--- config.mk ---
export PLATFORM = sky130hd
export DESIGN_NAME = cmd_recv
export DESIGN_NICKNAME = d
export VERILOG_FILES = /design/src/switch_pkg.sv /design/src/cmd_pkg.sv /design/src/cmd_recv.sv
export SDC_FILE = /design/constraint.sdc
export NUM_CORES = 1
export LEC_CHECK = 0
export BUFFER_PORTS_ARGS = -buffer_cell sky130_fd_sc_hd__buf_2
export CAP_MARGIN = 20
export CORE_AREA = 2 2 65 67
export CTS_BUF_LIST = sky130_fd_sc_hd__clkbuf_4 sky130_fd_sc_hd__clkbuf_8
export DETAILED_ROUTE_END_ITERATION = 10
export DIE_AREA = 0 0 67 69
export PLACE_DENSITY = 0.72
export SLEW_MARGIN = 20
export SYNTH_ARGS = -nofsm -noshare
export SYNTH_HDL_FRONTEND = slang
export SYNTH_SLANG_ARGS = --single-unit
--- constraint.sdc ---
create_clock -name sys_clk -period 1.4 [get_ports sys_clk]
set_input_delay 0.21 -clock sys_clk [delete_from_list [all_inputs] [get_ports sys_clk]]
set_output_delay 0.21 -clock sys_clk [all_outputs]
set_load 0.02 [all_outputs]
--- src/switch_pkg.sv ---
// switch_pkg package: port count, port index, port mask, GMII byte and queue word types
package switch_pkg;

  // --------------------
  // port geometry
  // --------------------
  localparam int PORT_COUNT = 4;

  // index of one switch port
  typedef logic [$clog2(PORT_COUNT)-1:0] port_idx_t;

  // bit i stands for transmit port i
  typedef logic [PORT_COUNT-1:0] port_mask_t;

  // --------------------
  // data path words
  // --------------------
  typedef logic [7:0] gmii_byte_t;

  // bit 8 set: data byte in [7:0]
  // bit 8 clear: end of frame marker
  typedef logic [8:0] queue_word_t;

endpackage

--- src/cmd_pkg.sv ---
// cmd_pkg package: command port, command magic byte and forwarding table type
package cmd_pkg;

  // frames on this port are parsed for commands
  localparam int CMD_PORT = switch_pkg::PORT_COUNT - 1;

  // first byte of a command frame
  localparam switch_pkg::gmii_byte_t CMD_MAGIC = 8'hC3;

  // entry i is the destination mask for frames from source i
  typedef switch_pkg::port_mask_t [switch_pkg::PORT_COUNT-1:0] fwd_table_t;

endpackage

--- src/cmd_recv.sv ---
// cmd_recv module: command frame parser on the command port and forwarding table
`timescale 1ns/100ps

module cmd_recv (
    input  logic                   sys_clk
  , input  logic                   reset
  , input  switch_pkg::gmii_byte_t rxd
  , input  logic                   rx_dv
  , output cmd_pkg::fwd_table_t    fwd_table
  , output logic                   cmd_mode
);

  localparam switch_pkg::port_idx_t LAST_IDX =
    switch_pkg::port_idx_t'(switch_pkg::PORT_COUNT - 1);

  typedef enum logic [1:0] {
    ST_IDLE,
    ST_CHECK_MAGIC,
    ST_COLLECT,
    ST_SKIP_REST
  } cmd_state_t;

  cmd_state_t            state;
  switch_pkg::port_idx_t mask_idx;
  cmd_pkg::fwd_table_t   table_shadow;
  logic                  cmd_valid;

  // --------------------
  // parser FSM
  // --------------------
  always_ff @(posedge sys_clk) begin
    if (reset) begin
      state     <= ST_IDLE;
      mask_idx  <= '0;
      cmd_valid <= 1'b0;
      fwd_table <= '0;
      cmd_mode  <= 1'b0;
    end else begin
      case (state)
        // wait out a frame that was running at reset release
        ST_IDLE: begin
          if (!rx_dv) begin
            state <= ST_CHECK_MAGIC;
          end
        end
        ST_CHECK_MAGIC: begin
          mask_idx  <= '0;
          cmd_valid <= 1'b0;
          if (rx_dv) begin
            state <= (rxd == cmd_pkg::CMD_MAGIC) ? ST_COLLECT : ST_SKIP_REST;
          end
        end
        ST_COLLECT: begin
          if (!rx_dv) begin
            // too short, table untouched
            state <= ST_CHECK_MAGIC;
          end else begin
            mask_idx <= mask_idx + 1'b1;
            if (mask_idx == LAST_IDX) begin
              cmd_valid <= 1'b1;
              state     <= ST_SKIP_REST;
            end
          end
        end
        ST_SKIP_REST: begin
          if (!rx_dv) begin
            state <= ST_CHECK_MAGIC;
            if (cmd_valid) begin
              fwd_table <= table_shadow;
              cmd_mode  <= 1'b1;
            end
          end
        end
        default: state <= ST_IDLE;
      endcase
    end
  end

  // mask byte k after the magic is for source k-1
  always_ff @(posedge sys_clk) begin
    if (state == ST_COLLECT && rx_dv) begin
      table_shadow[mask_idx] <= rxd[switch_pkg::PORT_COUNT-1:0];
    end
  end

endmodule

Yosys cells after proc, flatten, opt, wreduce, memory -nomap -nowiden
Cells that the tools add are included.
{"block": "totals", "out_inout_bits": 17, "inputBits": 11, "word_cells": 49, "regBits": 38}
{"block": "classes", "order_cmp": 2, "n_eq_ne": 10, "n_addsub": 1, "mux": 14, "bitwise": 1, "n_reduce_logical": 9}
{"operator": "bitwise mux 16 bit", "count": 1}
{"operator": "two-way mux 2 bit", "count": 5}
{"operator": "AND reduction 3 bit", "count": 3}
{"operator": "demux 4 bit (select 2 bit)", "count": 1}
{"operator": "equality test 8 bit (second input constant)", "count": 1}
{"operator": "!= test 2 bit (second input constant)", "count": 4}
{"operator": "equality test 2 bit (second input constant)", "count": 3}
{"operator": "case mux 2 bit (3 select lines)", "count": 1}
{"operator": "two-way mux 4 bit", "count": 1}
{"operator": "case mux 2 bit (2 select lines)", "count": 1}
{"operator": "< comparator 2 x 3 -> 1 bit (second input constant)", "count": 1}
{"operator": "two-way mux 1 bit", "count": 3}
{"operator": "!= test 3 bit (second input constant)", "count": 1}
{"operator": "adder 2 x 1 -> 2 bit (second input constant)", "count": 1}
{"operator": "equality test 2 x 1 -> 1 bit (second input constant)", "count": 1}
{"operator": ">= comparator 2 x 1 -> 1 bit (second input constant)", "count": 1}
{"operator": "logical AND 1 bit", "count": 2}
{"operator": "zero test 2 bit", "count": 1}
{"operator": "case mux 1 bit (2 select lines)", "count": 1}
{"operator": "AND reduction 2 bit", "count": 1}
{"operator": "nonzero test 2 bit", "count": 1}
{"operator": "OR reduction 2 bit", "count": 1}
{"operator": "NOT 1 bit", "count": 1}

Longest topological paths before layout
Gate-level depths: netlist (run 1).
{"block": "logic_depth", "depth_word": 5, "depth_mapped": 6, "ltp_nobuf": 5}

Least setup slack after synthesis (run 1)
OpenSTA, ideal clock, no wires.
{"block": "synth_timing", "path_type": "reg2reg", "from": "register state[0]", "to": "register state[1]", "required_ps": 1278, "n_path_buf": 0, "t_arrival_ps": 1187, "path_slack_ps": 91, "setup_time_ps": 122, "period_less_slack_ps": 1309, "path_stages_with_launch": 6, "path_cell_list": "dfxtp_1 -> inv_1 -> ha_1 -> nor2b_4 -> and2_4 -> o311a_1"}
{"block": "synth_via", "elab_chain_cells": 4, "word_cells_on_any_way": 10, "classes_between": "eq/ne: 6; mux: 1; reduce/logical: 3"}
{"item": "from (decl)", "line": "cmd_recv.sv:23", "source": "cmd_state_t state;"}
{"item": "from (signal assigned)", "line": "cmd_recv.sv:50", "source": "state <= (rxd == cmd_pkg::CMD_MAGIC) ? ST_COLLECT : ST_SKIP_REST;"}
{"item": "equality test 2 bit / zero test 2 bit (equally long branches)", "line": "cmd_recv.sv:39", "source": "case (state)"}
{"item": "OR reduction 2 bit (no source line)"}
{"item": "!= test 2 bit (no source line)"}
{"item": "AND reduction 3 bit (no source line)"}
Several ways; a longest one is shown, not always the timed one.
A chain may end at the register's enable or synchronous reset.

Worst setup path in the final report (run 1)
Same ends and word-level chain as after synthesis.

==> results of run 1 <==
placed cells by master (no fill, tap or decap), types with 4 or more instances in the layout:
cell      synthesis  final
and3_2            4      4
edfxtp_1         16     16
clkbuf_8          0      6
inv_1             5      5
dfxtp_1          22     20
nor2_1            6      5
a21oi_1          19     19
nand2_1          34     34
ha_1              7      5
buf_2             1     27
buf_4             1      4
critical path: stages, from the launching register on:
cell and delay (ns):
dfxtp_1 0.33, inv_1 0.06, ha_2 0.35, nor2b_4 0.05, and2_4 0.13, o311a_1 0.31
repair_timing:
action / CTS / global route
hold buffers: 0 / 0
gates resized for setup: 0 / 5
endpoints found under the setup margin: 0 / 11
setup buffers: 0 / 0
state kept, by name, summed over array words and instances, names as in the netlist:
register and count:
cmd_mode 1, cmd_valid 1, fwd_table 16, state 2
table_shadow 16, mask_idx 2
metal layers:
layer  routed length [um]  vias up  share of wire [%]  GRT usage [%]
li1                     -      520                  -              -
met1                 1203      450                 45          16.03
met2                 1280       27                 48          21.01
met3                  147        9                5.5          4.731
met4                   55        0                2.0          5.896
met5                    0        -                  0              0
metrics by stage:
stage | setup WS [ns] | area (um^2)
detailed placement | 0.02563 | 1675
floorplan | 0.09124 | 1510
finish | 0.06473 | 1780
CTS | 0.01237 | 1770
global placement | 0.08088 | 1675
global route | 0.02099 | 1780
logic make-up after synthesis:
kind of cell / count (synthesis) / synth area share, %
AO/OA/AOI/OAI: 23 / 8.368
adder cells (fa/ha/maj): 7 / 5.799
multiplexers: 1 / 0.7456
buffers and inverters: 12 / 5.385
AND/OR/NAND/NOR: 55 / 18.72
flip-flops: 38 / 60.98
cell type report:
cell class	instances	area, um^2	area share [%]
flip-flops and latches	38	923.4	51.86
multi-input cells	86	515.5	28.95
repair buffers	31	165.2	9.276
clock buffers	6	82.58	4.638
well taps	50	62.56	3.514
inverters	5	18.77	1.054
clock inverters	2	12.51	0.7027
worst max-delay path by stage:
stage                to  slack, ns  cells after the start
6_report       state[1]       0.06                      5
5_1_grt        state[1]       0.02                      5
4_1_cts        state[1]       0.01                      4
3_5_place_dp   state[1]       0.03                      4
3_3_place_gp   state[1]       0.08                      4
2_1_floorplan  state[1]       0.09                      5
cells in the mapped netlist:
library cell and instances:
edfxtp_1 16, buf_12 1, buf_6 2, inv_1 5
nor3b_1 1, and3_2 4, a211oi_1 1, nand2b_1 1
nor2b_4 1, nor2_1 6, ha_1 7, and3b_1 1
clkbuf_1 2, buf_4 1, nand3_1 2, mux2_2 1
nor3_1 1, nand2b_4 1, dfxtp_1 22, buf_2 1
o311a_1 1, nand3b_4 1, and2_4 1, a21oi_1 19
a311oi_1 1, nand2_1 34, nand4b_1 1, o21ai_0 1
power by group:
part | switching [mW] | internal [mW] | leakage (nW)
logic | 0.101 | 0.0831 | 0.365
registers | 0.0134 | 1.18 | 0.323
clock network | 0.379 | 0.395 | 0.0472
total | 0.493 | 1.65 | 0.735
==> impl_results.rst, run 1 <==
.. list-table::
   :header-rows: 1

   * - Metric
     - Value
   * - Run status
     - finished, final reports clean
   * - Total negative slack for setup checks
     - 0 ns
   * - Gate count after technology mapping
     - ~140
   * - Critical path capture point type
     - register
   * - Worst setup path category
     - reg2reg
   * - Top cell type by total area after synthesis
     - edfxtp_1
   * - Number of clock sinks seen by CTS
     - 38
   * - Remaining global-route overflow
     - 0
   * - Yosys reg bits
     - 38
   * - Critical-path maximum fanout
     - 2
   * - Number of placed cells counting well taps
     - 210
   * - Final weighted congestion in routability-driven placement
     - between 0.7 and 0.8
   * - Row Count
     - 23
   * - Slack of the worst reg-to-reg path
     - ~0.065 ns
   * - R2R depth
     - 5
   * - Maximum number of pins on one net before global-route repair
     - 23
   * - Endpoint of the worst hold-timing path
     - table_shadow[9]
   * - Fraction of layout cells with a size suffix above 1
     - 31.55%
   * - Worst slew pin tran
     - around 0.4 ns
   * - Synthesis-to-layout area growth
     - 17.90%
   * - Global-route wire length before repair
     - 4657 um
   * - Setup repair after global routing missed its margin
     - no
   * - Critical R2R Capture
     - state[1]
   * - Register area share after synthesis
     - about three fifths
   * - Number of failing setup endpoints in the final timing report
     - 0
   * - Antenna violation net count after detailed routing
     - 0
   * - Count of cell types in the netlist
     - 28
   * - Syn Nets
     - about 150
   * - Final core utilization
     - between 40% and 50%
   * - Routed length per placed instance
     - about 12 um
   * - Worst hold-check slack
     - 0.1700 ns
   * - Arrival time of the worst setup path
     - 1.51 ns
   * - Clock tree from TritonCTS
     - yes
   * - Number of port buffers
     - 27
   * - Initial antenna violation count
     - 0
   * - Vias in the first global route
     - between 1000 and 1500
   * - Worst slew margin relative to its limit
     - approximately 73%
   * - Worst R2R Start
     - state[0]
   * - Chip width
     - 67 um
   * - DRC violation total after the first TritonRoute iteration
     - between 50 and 60
   * - Drt via density
     - 4.615
   * - Total power consumption of the routed design
     - between 2 and 2.5 mW
   * - Power density over cell area
     - around 1200 nW/um^2
   * - Filler Cell Count
     - around 380
   * - Hold crit path type
     - in2reg
   * - Final hold viol count
     - 0
   * - Number of buffers on the longest clock path
     - 2
   * - Top-area cell type share of the netlist area
     - a little under a third
   * - Part of the cycle the worst path needs
     - around 95%
   * - Die boundary height
     - slightly below 70 um
   * - Highest ir drop seen on vdd
     - about 0.00072 V
   * - Mean instance size in the synthesized netlist
     - 11.10 um^2
   * - Level count of the clock H-tree
     - 2
   * - Reported leakage power
     - about 0.74 nW
   * - Hold depth
     - 1
   * - Clock-pin slew on the worst setup and hold paths
     - about 0.080 ns
   * - Worst-Skew Late Latency
     - 0.29 ns
   * - HPWL after DPL
     - about 1900 um
   * - Critical Path RT
     - roughly 1.6 ns
   * - Area of the mapped netlist
     - 1510 um^2
   * - Origin of the worst min-delay path
     - rxd[1]
   * - Achievable Freq
     - between 700 and 800 MHz
   * - Warnings from Yosys
     - 0
   * - Maxcap violations
     - 0
   * - Overall fraction of global-route tracks in use
     - 13.31%
   * - Net count of the finished layout
     - ~190
   * - CTS Buf Count
     - 5
   * - TritonRoute pass-1 iters
     - 4
   * - Setup crit start kind
     - register
   * - Initial Utilization
     - approximately two fifths
   * - Clock root buffer
     - clkbuf_8
   * - Start point of the critical path
     - state[0]
   * - Placeable Area
     - slightly below 4000 um^2
   * - Worst Clk Skew
     - between 0.006 and 0.007 ns
   * - Diode count
     - 0
   * - Boundary Pins
     - 28
   * - Max-slew violation count
     - 0
   * - Vias after detailed routing
     - ~1000
   * - Total die area
     - 4623 um^2
   * - Fin cells
     - about 220
   * - Final critical path time including I/O delays and setup
     - around 1.3 ns
   * - Final routed wirelength across all metal layers
     - 2686 um
   * - DRC violation count after routing
     - 0
   * - Top cells by area in the synthesized netlist
     - edfxtp_1, dfxtp_1, nand2_1, a21oi_1, ha_1
(Power assumes the default switching activity.)
==> run 2, diff against run 1 <==
Settings changed: CORE_AREA 2 2 65 67 to 2 2 74 76, DIE_AREA 0 0 67 69 to 0 0 76 78, PLACE_DENSITY 0.72 to not set, REMOVE_ABC_BUFFERS set to 1.
==> run 2 against run 1 <==
Against the previous run: wire length down 3.9%; core utilization down 9.9 points; critical path depth down 1; final cell count up 8.7%; clock power down 8.0%; flip-flop and latch count unchanged; via count down 0.80%; clock skew down 0.0011 ns; die area up 28%; clock-buffer cell count down 1; global-route usage down 3.6 points; fmax up 1.2%.
==> impl_results.rst, run 2 (synthesis results as in run 1) <==
.. list-table::
   :header-rows: 1

   * - Metric
     - Value
   * - Run status
     - finished, final reports clean
   * - Reported leakage power
     - 0.7282 nW (-0.97%)
   * - Clock root buffer
     - clkbuf_8
   * - Critical-path maximum fanout
     - 9 (+7)
   * - Most frequent cells in the layout
     - nand2_1, buf_2, dfxtp_1
   * - Sw frac
     - 23.08% (+0.12 points)
   * - Total negative slack for setup checks
     - 0 ns (unchanged)
   * - Hold crit path type
     - in2reg
   * - Drt via density
     - 4.211 (-8.7%)
   * - Overall fraction of global-route tracks in use
     - 9.701% (-3.6 points)
   * - Slowest-stage cell, CP
     - dfxtp_1
   * - Global-route wire length before repair
     - 4409 um (-5.3%)
   * - Final routed wirelength across all metal layers
     - 2580 um (-3.9%)
   * - Max-slew violation count
     - 0 (unchanged)
   * - Initial Utilization
     - 29.95% (-8.6 points)
   * - Level count of the clock H-tree
     - 2 (unchanged)
   * - Number of port buffers
     - 27 (unchanged)
   * - Row Count
     - 26 (+13%)
   * - Number of buffers on the longest clock path
     - 2 (unchanged)
   * - Worst Clk Skew
     - 0.004923 ns (-0.001096 ns)
   * - Setup crit start kind
     - register
   * - Worst slew pin tran
     - 0.4111 ns (+0.01224 ns)
   * - Part of the power in the clock network
     - 34.4% (-1.7 points)
   * - Chip width
     - 76 um (+13%)
   * - Largest regs
     - fwd_table x16, table_shadow x16
   * - Maxcap violations
     - 0 (unchanged)
   * - Post-CTS Setup Bufs
     - 0 (unchanged)
   * - Clock tree from TritonCTS
     - yes
   * - Final weighted congestion in routability-driven placement
     - 0.7301 (-7.6%)
   * - Worst slew margin relative to its limit
     - 72.59% (-0.82 points)
   * - Total internal power
     - 1.595 mW (-3.6%)
   * - Antenna violation net count after detailed routing
     - 0 (unchanged)
   * - Number of failing setup endpoints in the final timing report
     - 0 (unchanged)
   * - Setup repair after global routing missed its margin
     - no
   * - Critical Path Max Stage Delay
     - 0.39 ns (+0.04 ns)
   * - Achievable Freq
     - 758.2 MHz (+1.2%)
   * - Cell class contributing the biggest share of worst-path delay
     - flip-flops
   * - Maximum number of pins on one net before global-route repair
     - 23 (unchanged)
   * - Fraction of layout cells with a size suffix above 1
     - 29.34% (-2.2 points)
   * - Part of the cycle the worst path needs
     - 94.21% (-1.2 points)
   * - Reg power frac
     - 57.2% (+1.8 points)
   * - Vias after detailed routing
     - 998 (-0.80%)
   * - Die boundary height
     - 78 um (+13%)
   * - Net count of the finished layout
     - 184 (-0.54%)
   * - Net Switching
     - 478.5 uW (-2.9%)
   * - Clock-pin slew on the worst setup and hold paths
     - 0.07 ns (about the same)
   * - Worst-path cell chain
     - ha_2, nand2b_4, and2_4, o311a_1
   * - Final critical path time including I/O delays and setup
     - 1.319 ns (-0.01631 ns)
   * - TritonRoute pass-1 iters
     - 4 (unchanged)
   * - CP bufs+invs
     - 0 (-1)
   * - Placeable Area
     - 5042 um^2 (+29%)
   * - Diode count
     - 0 (unchanged)
   * - Number of clock sinks seen by CTS
     - 38 (unchanged)
   * - Critical Path RT
     - 1.57 ns (about the same)
   * - Boundary Pins
     - 28 (unchanged)
   * - Routed length per placed instance
     - 10.89 um (-12%)
   * - DRC violation total after the first TritonRoute iteration
     - 52 (unchanged)
   * - Final hold viol count
     - 0 (unchanged)
   * - Comb power frac
     - 8.4% (-0.2 points)
   * - DRC violation count after routing
     - 0 (unchanged)
   * - Synthesis-to-layout area growth
     - 18.89%
   * - Worst setup path category
     - reg2reg
   * - Highest ir drop seen on vdd
     - 0.0003698 V (-48%)
   * - Fin cells
     - 237 (+8.7%)
   * - Critical path capture point type
     - register
   * - Power density over cell area
     - 1155 nW/um^2 (-4.2%)
   * - Worst-Skew Late Latency
     - 0.29 ns (about the same)
   * - HPWL after DPL
     - 1798 um (-6.9%)
   * - Total die area
     - 5928 um^2 (+28%)
   * - Vias in the first global route
     - 944 (-8.3%)
   * - CTS Buf Count
     - 5 (unchanged)
   * - Number of placed cells counting well taps
     - 229 (+9.0%)
   * - Arrival time of the worst setup path
     - 1.49 ns (-0.02 ns)
   * - Initial antenna violation count
     - 0 (unchanged)
   * - Remaining global-route overflow
     - 0 (unchanged)
   * - Most common cell after layout, fill and taps aside
     - nand2_1
==> run 2: cell count changes in the layout (fill, tap and decap cells not counted), sizes merged <==
cell    before  now
clkinv       1    2
buf         31   30
clkbuf       6    5
==> run 2: repair_timing <==
action | in CTS | in global routing
endpoints found under the setup margin | 0 | 15
resized for setup | 0 | 3
hold buffers | 0 | 0
==> run 2: path summary, 6_finish.rpt <==
| check | slack [ns] | cells past startpoint | startpoint | end |
|---|---|---|---|---|
| worst max-delay path | 0.08 | 4 | state[1] | state[1] |
| worst min-delay path | 0.17 | 1 | rxd[3] | table_shadow[15] |
| worst max register to register | 0.08 | 4 | state[1] | state[1] |
| worst min register to register | 0.45 | 2 | fwd_table[10] | fwd_table[10] |
==> run 2: final cells by class <==
type	count	area, um^2
clock buffer	5	68.82
clock inverter	3	16.27
fill	519	3247
inverter	5	18.77
multi-input combinational	86	510.5
sequential	38	923.4
tap	70	87.58
timing repair buffer	30	170.2
==> run 2: routing by layer <==
metal  vias to the layer above  routed length, um  GRT usage (%)
met4                         0                 47          5.818
met1                       447               1241          11.75
met3                         7                136          3.372
met5                         -                  0              0
met2                        28               1155          14.91
li1                        516                  -              -
==> run 2: power groups by stage <==
| stage | combinational (mW) | sequential (mW) | clock [mW] |
|---|---|---|---|
| 6_report | 0.174 | 1.19 | 0.712 |
| 3_3_place_gp | 0.173 | 1.21 | 0 |
| 5_1_grt | 0.200 | 1.19 | 0.775 |
| 3_5_place_dp | 0.172 | 1.21 | 0 |
| 2_1_floorplan | 0.104 | 1.21 | 0 |
| 4_1_cts | 0.173 | 1.19 | 0.732 |
==> run 2: per-stage QoR <==
stage	utilization (%)	worst slack (ns)	instance area, um^2	power, mW	hold WS [ns]
after floorplan	-	0.08171	1448	1.315	0.2791
after global placement	33.82	0.05316	1705	1.383	0.4404
after detailed placement	33.82	0.01600	1705	1.384	0.4453
after CTS	35.51	0.003976	1790	2.092	0.1687
after global routing	35.61	0.01194	1795	2.164	0.1711
final	35.61	0.08104	1795	2.073	0.1678
